File: src/verilog/eth_frame_pkg.sv
package eth_frame_pkg;

    // Header sizes in bytes
    localparam int eth_header_bytes  = 14;
    localparam int ipv4_header_bytes = 20;
    localparam int udp_header_bytes  = 8;
    localparam int fcs_bytes         = 4;

    // Field values the receive path accepts
    localparam logic [15:0] ethertype_ipv4    = 16'h0800;
    localparam logic [7:0]  ipv4_version_ihl  = 8'h45;
    localparam logic [7:0]  ipv4_protocol_udp = 8'd17;

    // Offset of the destination port inside the UDP header
    localparam int udp_dst_offset = 2;

    //////////////////////////////
    // Reflected CRC-32
    //////////////////////////////
    localparam logic [31:0] crc_poly    = 32'hEDB8_8320;
    localparam logic [31:0] crc_init    = 32'hFFFF_FFFF;
    // Bit-reversed register value after a good frame and its FCS
    localparam logic [31:0] crc_residue = 32'hC704_DD7B;

    typedef enum logic [2:0] {
        ps_idle,
        ps_header,
        ps_payload,
        ps_drop,
        ps_verdict
    } parser_state_e;

endpackage

File: src/verilog/udp_port_pkg.sv
package udp_port_pkg;

    // Bit 8 flags the last byte of a frame or record
    typedef logic [8:0] port_word_t;

    typedef logic [15:0] udp_port_t;

    // Receive slot sequencing
    typedef enum logic [2:0] {
        hs_empty,
        hs_filling,
        hs_send_port_high,
        hs_send_port_low,
        hs_send_payload,
        hs_flush
    } handler_state_e;

endpackage

File: src/verilog/port_ifs.sv
`timescale 1ns/10ps

// Byte stream into the CRC unit and its verdict
interface fcs_if;
    logic [7:0] data;
    logic       valid;
    logic       last;
    logic       good;
    logic       done;

    modport source (output data, valid, last, input good, done);
    modport check (input data, valid, last, output good, done);
endinterface

// Parser to one receive slot
interface slot_fill_if import udp_port_pkg::*; ();
    logic [7:0] wr_data;
    logic       wr_en;
    logic       frame_good;
    logic       frame_bad;
    udp_port_t  udp_dst;
    logic       free;

    modport parser (
        output wr_data, wr_en, frame_good, frame_bad, udp_dst,
        input  free
    );
    modport handler (
        input  wr_data, wr_en, frame_good, frame_bad, udp_dst,
        output free
    );
endinterface

File: src/verilog/frame_check_sequence.sv
`timescale 1ns/10ps

module frame_check_sequence
    import eth_frame_pkg::*;
(
    input  logic  clock,
    input  logic  arst_n,
    fcs_if.check  fcs
);
    logic [31:0] crc;
    logic [31:0] crc_next;
    logic [31:0] crc_msb_first;

    function automatic logic [31:0] crc_byte(input logic [31:0] c_in, input logic [7:0] d);
        logic [31:0] c;
        c = c_in ^ {24'd0, d};
        for (int b = 0; b < 8; b++) begin
            c = c[0] ? ((c >> 1) ^ crc_poly) : (c >> 1);
        end
        return c;
    endfunction

    assign crc_next      = crc_byte(crc, fcs.data);
    assign crc_msb_first = {<<{crc_next}};

    always_ff @(posedge clock or negedge arst_n) begin
        if (!arst_n) begin
            crc      <= crc_init;
            fcs.done <= 1'b0;
            fcs.good <= 1'b0;
        end else begin
            fcs.done <= fcs.valid && fcs.last;
            if (fcs.valid && fcs.last) begin
                // Ready for the next frame straight away
                crc      <= crc_init;
                fcs.good <= crc_msb_first == crc_residue;
            end else if (fcs.valid) begin
                crc <= crc_next;
            end
        end
    end

    assert property (@(posedge clock) disable iff (!arst_n) fcs.last |-> fcs.valid);

endmodule

File: src/verilog/ethernet_frame_parser.sv
`timescale 1ns/10ps

module ethernet_frame_parser
    import eth_frame_pkg::*;
    import udp_port_pkg::*;
#(
    parameter int receive_slots = 2,
    parameter int payload_depth = 64
)(
    input  logic         clock,
    input  logic         arst_n,
    input  port_word_t   rx_data,
    input  logic         rx_valid,
    fcs_if.source        fcs,
    slot_fill_if.parser  slots [receive_slots]
);
    localparam int sel_w      = (receive_slots > 1) ? $clog2(receive_slots) : 1;
    localparam int cnt_w      = $clog2(payload_depth + 1);
    localparam int ipv4_start = eth_header_bytes;
    localparam int udp_start  = eth_header_bytes + ipv4_header_bytes;
    localparam int hdr_total  = udp_start + udp_header_bytes;

    parser_state_e             state;
    logic [15:0]               idx;
    logic                      accepted;
    logic                      hdr_bad;
    logic                      overflow;
    logic [sel_w-1:0]          slot_sel;
    logic [sel_w-1:0]          pend_slot;
    logic                      pend_bad;
    logic [cnt_w-1:0]          wr_count;
    logic [fcs_bytes-1:0][7:0] dly;
    logic [7:0]                wr_byte;
    udp_port_t                 udp_dst;
    logic [receive_slots-1:0]  slot_wr_en;
    logic [receive_slots-1:0]  slot_good;
    logic [receive_slots-1:0]  slot_bad;
    logic [receive_slots-1:0]  slot_free;
    logic                      any_avail;
    logic [sel_w-1:0]          first_avail;
    logic [7:0]                b;
    logic                      last;
    logic                      field_bad;
    logic                      short_now;
    logic                      write_due;
    logic                      ovf_now;

    assign b    = rx_data[7:0];
    assign last = rx_data[8];

    assign fcs.data  = b;
    assign fcs.valid = rx_valid;
    assign fcs.last  = last;

    for (genvar i = 0; i < receive_slots; i++) begin : g_slot
        assign slots[i].wr_data    = wr_byte;
        assign slots[i].wr_en      = slot_wr_en[i];
        assign slots[i].frame_good = slot_good[i];
        assign slots[i].frame_bad  = slot_bad[i];
        assign slots[i].udp_dst    = udp_dst;
        assign slot_free[i]        = slots[i].free;
    end

    //////////////////////////////
    // Header fields
    //////////////////////////////
    always_comb begin
        case (int'(idx))
            eth_header_bytes - 2: field_bad = b != ethertype_ipv4[15:8];
            eth_header_bytes - 1: field_bad = b != ethertype_ipv4[7:0];
            ipv4_start:           field_bad = b != ipv4_version_ihl;
            ipv4_start + 9:       field_bad = b != ipv4_protocol_udp;
            default:              field_bad = 1'b0;
        endcase
    end

    assign short_now = last && (int'(idx) < hdr_total + fcs_bytes - 1);
    // FCS bytes stay behind in the delay line
    assign write_due = rx_valid && state == ps_payload && int'(idx) >= hdr_total + fcs_bytes;
    assign ovf_now   = write_due && int'(wr_count) == payload_depth;

    // Lowest free slot whose verdict is no longer in flight
    always_comb begin
        any_avail   = 1'b0;
        first_avail = '0;
        for (int i = receive_slots - 1; i >= 0; i--) begin
            if (slot_free[i] && !slot_good[i] && !slot_bad[i]
                    && !(state == ps_verdict && int'(pend_slot) == i)) begin
                any_avail   = 1'b1;
                first_avail = sel_w'(i);
            end
        end
    end

    always_ff @(posedge clock or negedge arst_n) begin
        if (!arst_n) begin
            state      <= ps_idle;
            idx        <= '0;
            accepted   <= 1'b0;
            hdr_bad    <= 1'b0;
            overflow   <= 1'b0;
            slot_sel   <= '0;
            pend_slot  <= '0;
            pend_bad   <= 1'b0;
            wr_count   <= '0;
            slot_wr_en <= '0;
            slot_good  <= '0;
            slot_bad   <= '0;
        end else begin
            slot_wr_en <= '0;
            slot_good  <= '0;
            slot_bad   <= '0;
            if (state == ps_verdict && fcs.done) begin
                slot_good[pend_slot] <= !pend_bad && fcs.good;
                slot_bad[pend_slot]  <= pend_bad || !fcs.good;
            end
            if (rx_valid) begin
                idx <= last ? 16'd0 : idx + 16'd1;
            end
            if (rx_valid && last) begin
                pend_slot <= (state == ps_idle || state == ps_verdict) ? first_avail : slot_sel;
                pend_bad  <= hdr_bad || field_bad || short_now || overflow || ovf_now;
            end
            if (ovf_now) begin
                overflow <= 1'b1;
            end else if (write_due) begin
                slot_wr_en[slot_sel] <= 1'b1;
                wr_count             <= wr_count + 1'b1;
            end
            case (state)
                ps_idle, ps_verdict: begin
                    state <= ps_idle;
                    if (rx_valid) begin
                        accepted <= any_avail;
                        slot_sel <= first_avail;
                        hdr_bad  <= 1'b0;
                        overflow <= 1'b0;
                        wr_count <= '0;
                        if (any_avail) begin
                            state <= last ? ps_verdict : ps_header;
                        end else begin
                            state <= last ? ps_idle : ps_drop;
                        end
                    end
                end
                ps_header: begin
                    if (rx_valid && last) begin
                        state <= ps_verdict;
                    end else if (rx_valid && field_bad) begin
                        hdr_bad <= 1'b1;
                        state   <= ps_drop;
                    end else if (rx_valid && int'(idx) == hdr_total - 1) begin
                        state <= ps_payload;
                    end
                end
                ps_payload: if (rx_valid && last) state <= ps_verdict;
                ps_drop:    if (rx_valid && last) state <= accepted ? ps_verdict : ps_idle;
                default:    state <= ps_idle;
            endcase
        end
    end

    always_ff @(posedge clock) begin
        if (rx_valid && state == ps_header) begin
            if (int'(idx) == udp_start + udp_dst_offset) udp_dst[15:8] <= b;
            if (int'(idx) == udp_start + udp_dst_offset + 1) udp_dst[7:0] <= b;
        end
        if (rx_valid) begin
            dly <= {dly[fcs_bytes-2:0], b};
        end
        if (write_due) begin
            wr_byte <= dly[fcs_bytes-1];
        end
    end

    // CRC verdict must be ready when the parser asks for it
    assert property (@(posedge clock) disable iff (!arst_n) state == ps_verdict |-> fcs.done);

endmodule

File: src/verilog/byte_fifo.sv
`timescale 1ns/10ps

module byte_fifo #(
    parameter int width = 8,
    parameter int depth = 64
)(
    input  logic             clock,
    input  logic             arst_n,
    input  logic [width-1:0] wr_data,
    input  logic             wr_en,
    input  logic             rd_en,
    output logic [width-1:0] rd_data,
    output logic             rd_valid,
    output logic             empty,
    output logic             full,
    input  logic             flush
);
    localparam int aw = (depth > 1) ? $clog2(depth) : 1;

    logic [width-1:0] mem [depth];
    logic [aw-1:0]    wr_ptr;
    logic [aw-1:0]    rd_ptr;
    logic [aw:0]      count;
    logic             do_wr;
    logic             do_rd;

    assign do_wr = wr_en && !full;
    assign do_rd = rd_en && !empty;
    assign empty = count == '0;
    assign full  = count == (aw + 1)'(depth);

    always_ff @(posedge clock) begin
        if (do_wr) mem[wr_ptr] <= wr_data;
        if (do_rd) rd_data <= mem[rd_ptr];
    end

    always_ff @(posedge clock or negedge arst_n) begin
        if (!arst_n) begin
            wr_ptr   <= '0;
            rd_ptr   <= '0;
            count    <= '0;
            rd_valid <= 1'b0;
        end else if (flush) begin
            wr_ptr   <= '0;
            rd_ptr   <= '0;
            count    <= '0;
            rd_valid <= 1'b0;
        end else begin
            // Read data shows up one cycle after the pop
            rd_valid <= do_rd;
            if (do_wr) wr_ptr <= (int'(wr_ptr) == depth - 1) ? '0 : wr_ptr + 1'b1;
            if (do_rd) rd_ptr <= (int'(rd_ptr) == depth - 1) ? '0 : rd_ptr + 1'b1;
            count <= count + (aw + 1)'(do_wr) - (aw + 1)'(do_rd);
        end
    end

    assert property (@(posedge clock) disable iff (!arst_n) !(wr_en && full));

endmodule

File: src/verilog/udp_receive_handler.sv
`timescale 1ns/10ps

module udp_receive_handler
    import udp_port_pkg::*;
#(
    parameter int payload_depth = 64
)(
    input  logic          clock,
    input  logic          arst_n,
    slot_fill_if.handler  fill,
    output logic          req,
    output port_word_t    word,
    input  logic          grant
);
    handler_state_e state;
    udp_port_t      port;
    logic [7:0]     rd_data;
    logic           rd_valid;
    logic           fifo_empty;
    logic           held;
    logic           have;
    logic           pop;

    byte_fifo #(
        .width (8),
        .depth (payload_depth)
    ) u_payload_fifo (
        .clock    (clock),
        .arst_n   (arst_n),
        .wr_data  (fill.wr_data),
        .wr_en    (fill.wr_en),
        .rd_en    (pop),
        .rd_data  (rd_data),
        .rd_valid (rd_valid),
        .empty    (fifo_empty),
        .full     (),
        .flush    (state == hs_flush)
    );

    // Next payload byte is fetched as soon as the current word moves
    assign pop  = grant && !fifo_empty
               && (state == hs_send_port_low || state == hs_send_payload);
    assign have = rd_valid || held;
    assign fill.free = state == hs_empty && fifo_empty;

    always_comb begin
        req  = 1'b0;
        word = '0;
        case (state)
            hs_send_port_high: begin
                req  = 1'b1;
                word = {1'b0, port[15:8]};
            end
            hs_send_port_low: begin
                req  = 1'b1;
                word = {fifo_empty, port[7:0]};
            end
            hs_send_payload: begin
                req  = have;
                word = {fifo_empty, rd_data};
            end
            default: ;
        endcase
    end

    always_ff @(posedge clock or negedge arst_n) begin
        if (!arst_n) begin
            state <= hs_empty;
            held  <= 1'b0;
        end else begin
            held <= have && !(grant && state == hs_send_payload);
            case (state)
                hs_empty, hs_filling: begin
                    if (fill.frame_good) state <= hs_send_port_high;
                    else if (fill.frame_bad) state <= hs_flush;
                    else if (fill.wr_en) state <= hs_filling;
                end
                hs_send_port_high: if (grant) state <= hs_send_port_low;
                hs_send_port_low, hs_send_payload: begin
                    if (grant) state <= fifo_empty ? hs_empty : hs_send_payload;
                end
                default: state <= hs_empty;
            endcase
        end
    end

    always_ff @(posedge clock) begin
        if (fill.frame_good) port <= fill.udp_dst;
    end

endmodule

File: src/verilog/receive_slot_arbiter.sv
`timescale 1ns/10ps

module receive_slot_arbiter
    import udp_port_pkg::*;
#(
    parameter int receive_slots = 2
)(
    input  logic                     clock,
    input  logic                     arst_n,
    input  logic [receive_slots-1:0] req,
    input  port_word_t               word [receive_slots],
    output logic [receive_slots-1:0] grant,
    output port_word_t               out_word,
    output logic                     out_push,
    input  logic                     out_full
);
    localparam int sel_w = (receive_slots > 1) ? $clog2(receive_slots) : 1;

    logic             locked;
    logic [sel_w-1:0] owner;
    logic [sel_w-1:0] rr_ptr;
    logic [sel_w-1:0] pick;
    logic             found;

    // Locked slot keeps the output until its record ends
    always_comb begin
        found = 1'b0;
        pick  = owner;
        if (locked) begin
            found = req[owner];
        end else begin
            for (int k = 0; k < receive_slots; k++) begin
                if (!found && req[(int'(rr_ptr) + k) % receive_slots]) begin
                    found = 1'b1;
                    pick  = sel_w'((int'(rr_ptr) + k) % receive_slots);
                end
            end
        end
    end

    assign out_push = found && !out_full;
    assign grant    = out_push ? (receive_slots'(1) << pick) : '0;
    assign out_word = word[pick];

    always_ff @(posedge clock or negedge arst_n) begin
        if (!arst_n) begin
            locked <= 1'b0;
            owner  <= '0;
            rr_ptr <= '0;
        end else if (out_push) begin
            owner  <= pick;
            locked <= !out_word[8];
            if (out_word[8]) rr_ptr <= (int'(pick) == receive_slots - 1) ? '0 : pick + 1'b1;
        end
    end

    // A slot in the middle of its record keeps presenting words
    assert property (@(posedge clock) disable iff (!arst_n) locked |-> req[owner]);

endmodule

File: src/verilog/virtual_port_udp.sv
`timescale 1ns/10ps

module virtual_port_udp
    import udp_port_pkg::*;
#(
    parameter int receive_slots  = 2,
    parameter int payload_depth  = 64,
    parameter int outbound_depth = 32
)(
    input  logic       clock,
    input  logic       arst_n,
    input  port_word_t virtual_port_receive_data,
    input  logic       virtual_port_receive_data_enable,
    input  logic       receive_data_enable,
    output port_word_t receive_data,
    output logic       receive_data_valid
);
    fcs_if       fcs_bus ();
    slot_fill_if fill_bus [receive_slots] ();

    logic [receive_slots-1:0] slot_req;
    logic [receive_slots-1:0] slot_grant;
    port_word_t               slot_word [receive_slots];
    port_word_t               out_word;
    logic                     out_push;
    logic                     out_full;

    frame_check_sequence u_fcs (
        .clock  (clock),
        .arst_n (arst_n),
        .fcs    (fcs_bus)
    );

    ethernet_frame_parser #(
        .receive_slots (receive_slots),
        .payload_depth (payload_depth)
    ) u_parser (
        .clock    (clock),
        .arst_n   (arst_n),
        .rx_data  (virtual_port_receive_data),
        .rx_valid (virtual_port_receive_data_enable),
        .fcs      (fcs_bus),
        .slots    (fill_bus)
    );

    //////////////////////////////
    // Receive slots
    //////////////////////////////
    for (genvar i = 0; i < receive_slots; i++) begin : g_slot
        udp_receive_handler #(
            .payload_depth (payload_depth)
        ) u_handler (
            .clock  (clock),
            .arst_n (arst_n),
            .fill   (fill_bus[i]),
            .req    (slot_req[i]),
            .word   (slot_word[i]),
            .grant  (slot_grant[i])
        );
    end

    receive_slot_arbiter #(
        .receive_slots (receive_slots)
    ) u_arbiter (
        .clock    (clock),
        .arst_n   (arst_n),
        .req      (slot_req),
        .word     (slot_word),
        .grant    (slot_grant),
        .out_word (out_word),
        .out_push (out_push),
        .out_full (out_full)
    );

    byte_fifo #(
        .width ($bits(port_word_t)),
        .depth (outbound_depth)
    ) u_outbound_fifo (
        .clock    (clock),
        .arst_n   (arst_n),
        .wr_data  (out_word),
        .wr_en    (out_push),
        .rd_en    (receive_data_enable),
        .rd_data  (receive_data),
        .rd_valid (receive_data_valid),
        .empty    (),
        .full     (out_full),
        .flush    (1'b0)
    );

endmodule

File: config.mk
export PLATFORM = sky130hd
export DESIGN_NAME = virtual_port_udp
export DESIGN_NICKNAME = d
export VERILOG_FILES = /design/src/verilog/eth_frame_pkg.sv /design/src/verilog/udp_port_pkg.sv /design/src/verilog/port_ifs.sv /design/src/verilog/frame_check_sequence.sv /design/src/verilog/ethernet_frame_parser.sv /design/src/verilog/byte_fifo.sv /design/src/verilog/udp_receive_handler.sv /design/src/verilog/receive_slot_arbiter.sv /design/src/verilog/virtual_port_udp.sv
export SDC_FILE = /design/constraint.sdc
export NUM_CORES = 2
export LEC_CHECK = 0
export BUFFER_PORTS_ARGS = -buffer_cell sky130_fd_sc_hd__buf_2
export CAP_MARGIN = 20
export CORE_ASPECT_RATIO = 1.75
export CORE_MARGIN = 2
export CORE_UTILIZATION = 53
export DETAILED_ROUTE_END_ITERATION = 8
export PLACE_DENSITY = 0.78
export SKIP_LAST_GASP = 1
export SLEW_MARGIN = 20
export SYNTH_ARGS = -nofsm -noshare
export SYNTH_HDL_FRONTEND = slang
export SYNTH_SLANG_ARGS = --single-unit
File: constraint.sdc
create_clock -name clock -period 5.11 [get_ports clock]
set_input_delay 0.7665 -clock clock [delete_from_list [all_inputs] [get_ports clock]]
set_output_delay 0.7665 -clock clock [all_outputs]
set_load 0.01 [all_outputs]
==> run summary <==
Average wire per standard cell - 28.22 um
Most common cell after layout, fill and taps aside - edfxtp_1
Die ar. - 0.1214 mm2
Slew headroom - 0.2378
Worst skew pair latency - 0.77 ns
Routed Antenna Nets - 0
Vias in the first global route - 31.62k
Worst-path cell chain - inv_1, ha_1, nor4bb_1, nand2_1, and2_1, inv_1, ha_1, inv_1, ha_1, inv_1, fa_1, inv_1, a21oi_1, nor2_1, o21ai_0, a21oi_1, o21ai_0, a21oi_1
Fin area - 0.06946 mm2
Pwr dens - 411.6 mW/mm2
WP buf/inv - 5
WS Path Type - flop to flop
Peak VDD IR - 338.4 uV
Core Box Area - 0.1181 mm2
CP endpoint kind - flop
Synthesized instance count - 3158
Cts bufs inserted - 134
Outcome - complete, no violations
Fillers - 8051
DR iter-0 viols - 2829
Clock Skews - 0.02905 ns
CP Depth - 18
Num rows - 167
Die height - 459.4 um
First-pass GRT wire length - 205300 um
CP Max Fanout - 21
Minimum clock period - 4.004 ns
Syn Nets - 3220
EDFF count, synth - 1425
Fmax - 0.2497 GHz
Most used cell, CP - inv_1
RSZ-0062 raised after global routing - false
Total Power - 28.59 mW
Max cap viols - 0
Drt total wl - 137300 um
Slowest-stage cell, CP - inv_1
Total negative slack - 0 ns
Drt first pass iters - 6
Worst r2r path cells - 18
Area of the multi-input gates - 0.01572 mm2
I/O pin count - 23
Hpwl dp - 87590 um
Residual DRC count - 0
Total Nets Final - 3307
Final core utilization - 0.5884
Pins Over Slew Limit - 0
Via density - 6.255
Vias - 30.44k
Slew of the pin with the lowest slew margin - 1.139 ns
Clk pin slew, worst setup/hold paths - 0.07 ns
CTS Hold Bufs - 0
Worst slack, placed - 1.187 ns
Post_cts resized - 0
CTS tree - done
Largest net degree at the start of global routing - 117
GRT overflow - 0
Starting Density - 0.5321
CP delay by family, top - adder cells
Die span in x - 264.2 um
Seq/Total Area, Yosys - 0.7376
Setup violators final - 0
Hold WC Path Type - input pin to asynchronous set/reset pin
Clk sink count - 1565
H-tree levels - 4
Placer Congestion - 0.8700
Total Routing Usage GR - 0.2309
Initial antenna violation count - 4
Synthesis-to-layout area growth - 10.57%
CTS Buffer Depth - 3
Slack of the critical path - 1.106 ns
Root Driver - clkbuf_16
Ys Warns - 0
Final Cycle Share - 0.7836
Fraction of registers with async set/reset - 0.08946
Post-placement cell area - 0.06511 mm2
Final number of hold-violating endpoints - 0
Mapped Area - 0.06282 mm2
Most frequent cells in the layout - edfxtp_1, mux4_2, nor2_1
Syn avg cell area - 19.89 um2
Synth cell types - 72
Number of port buffers - 22
Share of cells above drive strength 1 - 0.2543
Count of state elements after synthesis - 1565
Most common flop cell mapped by yosys - edfxtp_1
WP data arrival - 4.68 ns
Post CTS Setup Buffer Count - 0
Critical path's largest stage delay - 0.61 ns
WP data required - 5.78 ns
LEAKAGE - 21.76 nW
Setup crit start kind - flop
Reg area - 0.04636 mm2
[synth_stat cells (8+ instances only)]
cell type     n  area, um2
edfxtp_1   1425      42790
mux4_2      426       9594
nor2_1      246      923.4
dfrtp_1     108       2703
clkbuf_1    105      394.1
nand2_1      81      304.0
a21oi_1      79      395.4
inv_1        53      198.9
buf_1        52      195.2
xor2_1       52      455.4
nor3_1       48      240.2
ha_1         46      575.6
xnor2_1      42      367.9
o21ai_0      40      200.2
nand3_1      34      170.2
dfstp_2      32      840.8
mux2_2       24      270.3
mux2i_1      18      180.2
nand3b_1     18      135.1
and3_1       17      106.4
or3_1        17      106.4
nand2b_1     14      87.58
and2_1       12      75.07
or2_2        12      75.07
nand4_1      10      62.56
nor2b_1      10      62.56
nor3b_1      10      75.07
a221oi_1      8      70.07
o31ai_1       8      60.06
[registers in the layout (all words and copies together), names as in the netlist, 2 cells and up, named ones only]
signal and cells:
g_slot.u_handler.held 2, g_slot.u_handler.port 32, g_slot.u_handler.state 6, g_slot.u_handler.u_payload_fifo.count 14, g_slot.u_handler.u_payload_fifo.mem 1024, g_slot.u_handler.u_payload_fifo.rd_data 16, g_slot.u_handler.u_payload_fifo.rd_ptr 12, g_slot.u_handler.u_payload_fifo.rd_valid 2
g_slot.u_handler.u_payload_fifo.wr_ptr 12, u_fcs.crc 32, u_outbound_fifo.count 6, u_outbound_fifo.mem 288, u_outbound_fifo.rd_data 9, u_outbound_fifo.rd_ptr 5, u_outbound_fifo.wr_ptr 5, u_parser.dly 32
u_parser.idx 16, u_parser.slot_bad 2, u_parser.slot_good 2, u_parser.slot_wr_en 2, u_parser.slots.udp_dst 16, u_parser.slots.wr_data 8, u_parser.state 3, u_parser.wr_count 6
[final timing paths]
path	startpoint	end	slack, ns
hold reg to reg	u_parser.dly[9]$_DFFE_PP_	u_parser.dly[17]$_DFFE_PP_	0.41
min in group clock	virtual_port_receive_data[7]	u_parser.slots[0].udp_dst[7]$_DFFE_PP_	0.29
setup reg to reg	g_slot[0].u_handler.u_payload_fifo.count[2]$_DFF_PN0_	g_slot[0].u_handler.u_payload_fifo.count[6]$_DFF_PN0_	1.11
setup / recovery	g_slot[0].u_handler.u_payload_fifo.count[2]$_DFF_PN0_	g_slot[0].u_handler.u_payload_fifo.count[6]$_DFF_PN0_	1.11
max in group asynchronous	arst_n	u_fcs.crc[17]$_DFFE_PN1P_	3.78
hold / removal	arst_n	u_outbound_fifo.rd_ptr[0]$_DFFE_PN0P_	0.13
[cell type report]
cell class,count,share of cell area
sequential,1565,0.6674
clock buffer,164,0.05154
clock inverter,70,0.01092
multi-input combinational,1378,0.2263
inverter,54,0.002918
tap,1521,0.02740
timing repair buffer,112,0.01342
antenna,2,0.00007205
[logic make-up after synthesis]
kind of cell               after synthesis  share of synthesized area
muxes                                  468                     0.1599
adders and majority gates               49                    0.01012
buffers and inverters                  215                    0.01317
and+or+nand+nor                        563                    0.04302
xor gates and xnor gates               107                    0.01755
AOI/OAI and AO/OA                      191                    0.01862
DFF                                   1565                     0.7376
[metrics by stage]
step,instances,hold slack [ns]
final,4866,0.1327
after global routing,4864,0.1853
after CTS,4863,0.1267
after detailed placement,4629,0.4045
after global placement,4626,0.4010
after floorplan,3158,0.4003
[per-layer routing]
metal | track usage | routed length, um
met1 | 0.2518 | 45040
met2 | 0.4304 | 76770
met5 | 0 | 19
met3 | 0.03491 | 7594
met4 | 0.1229 | 7900
[power by group]
part / total, mW / internal, mW / leakage, nW / switching (mW)
Clock: 10.2 / 5.68 / 2.12 / 4.51
Combinational: 3.78 / 1.75 / 5.08 / 2.03
Sequential: 14.6 / 14.3 / 14.6 / 0.362
Total: 28.6 / 21.7 / 21.8 / 6.90
Power figures use the tool's default switching activity.
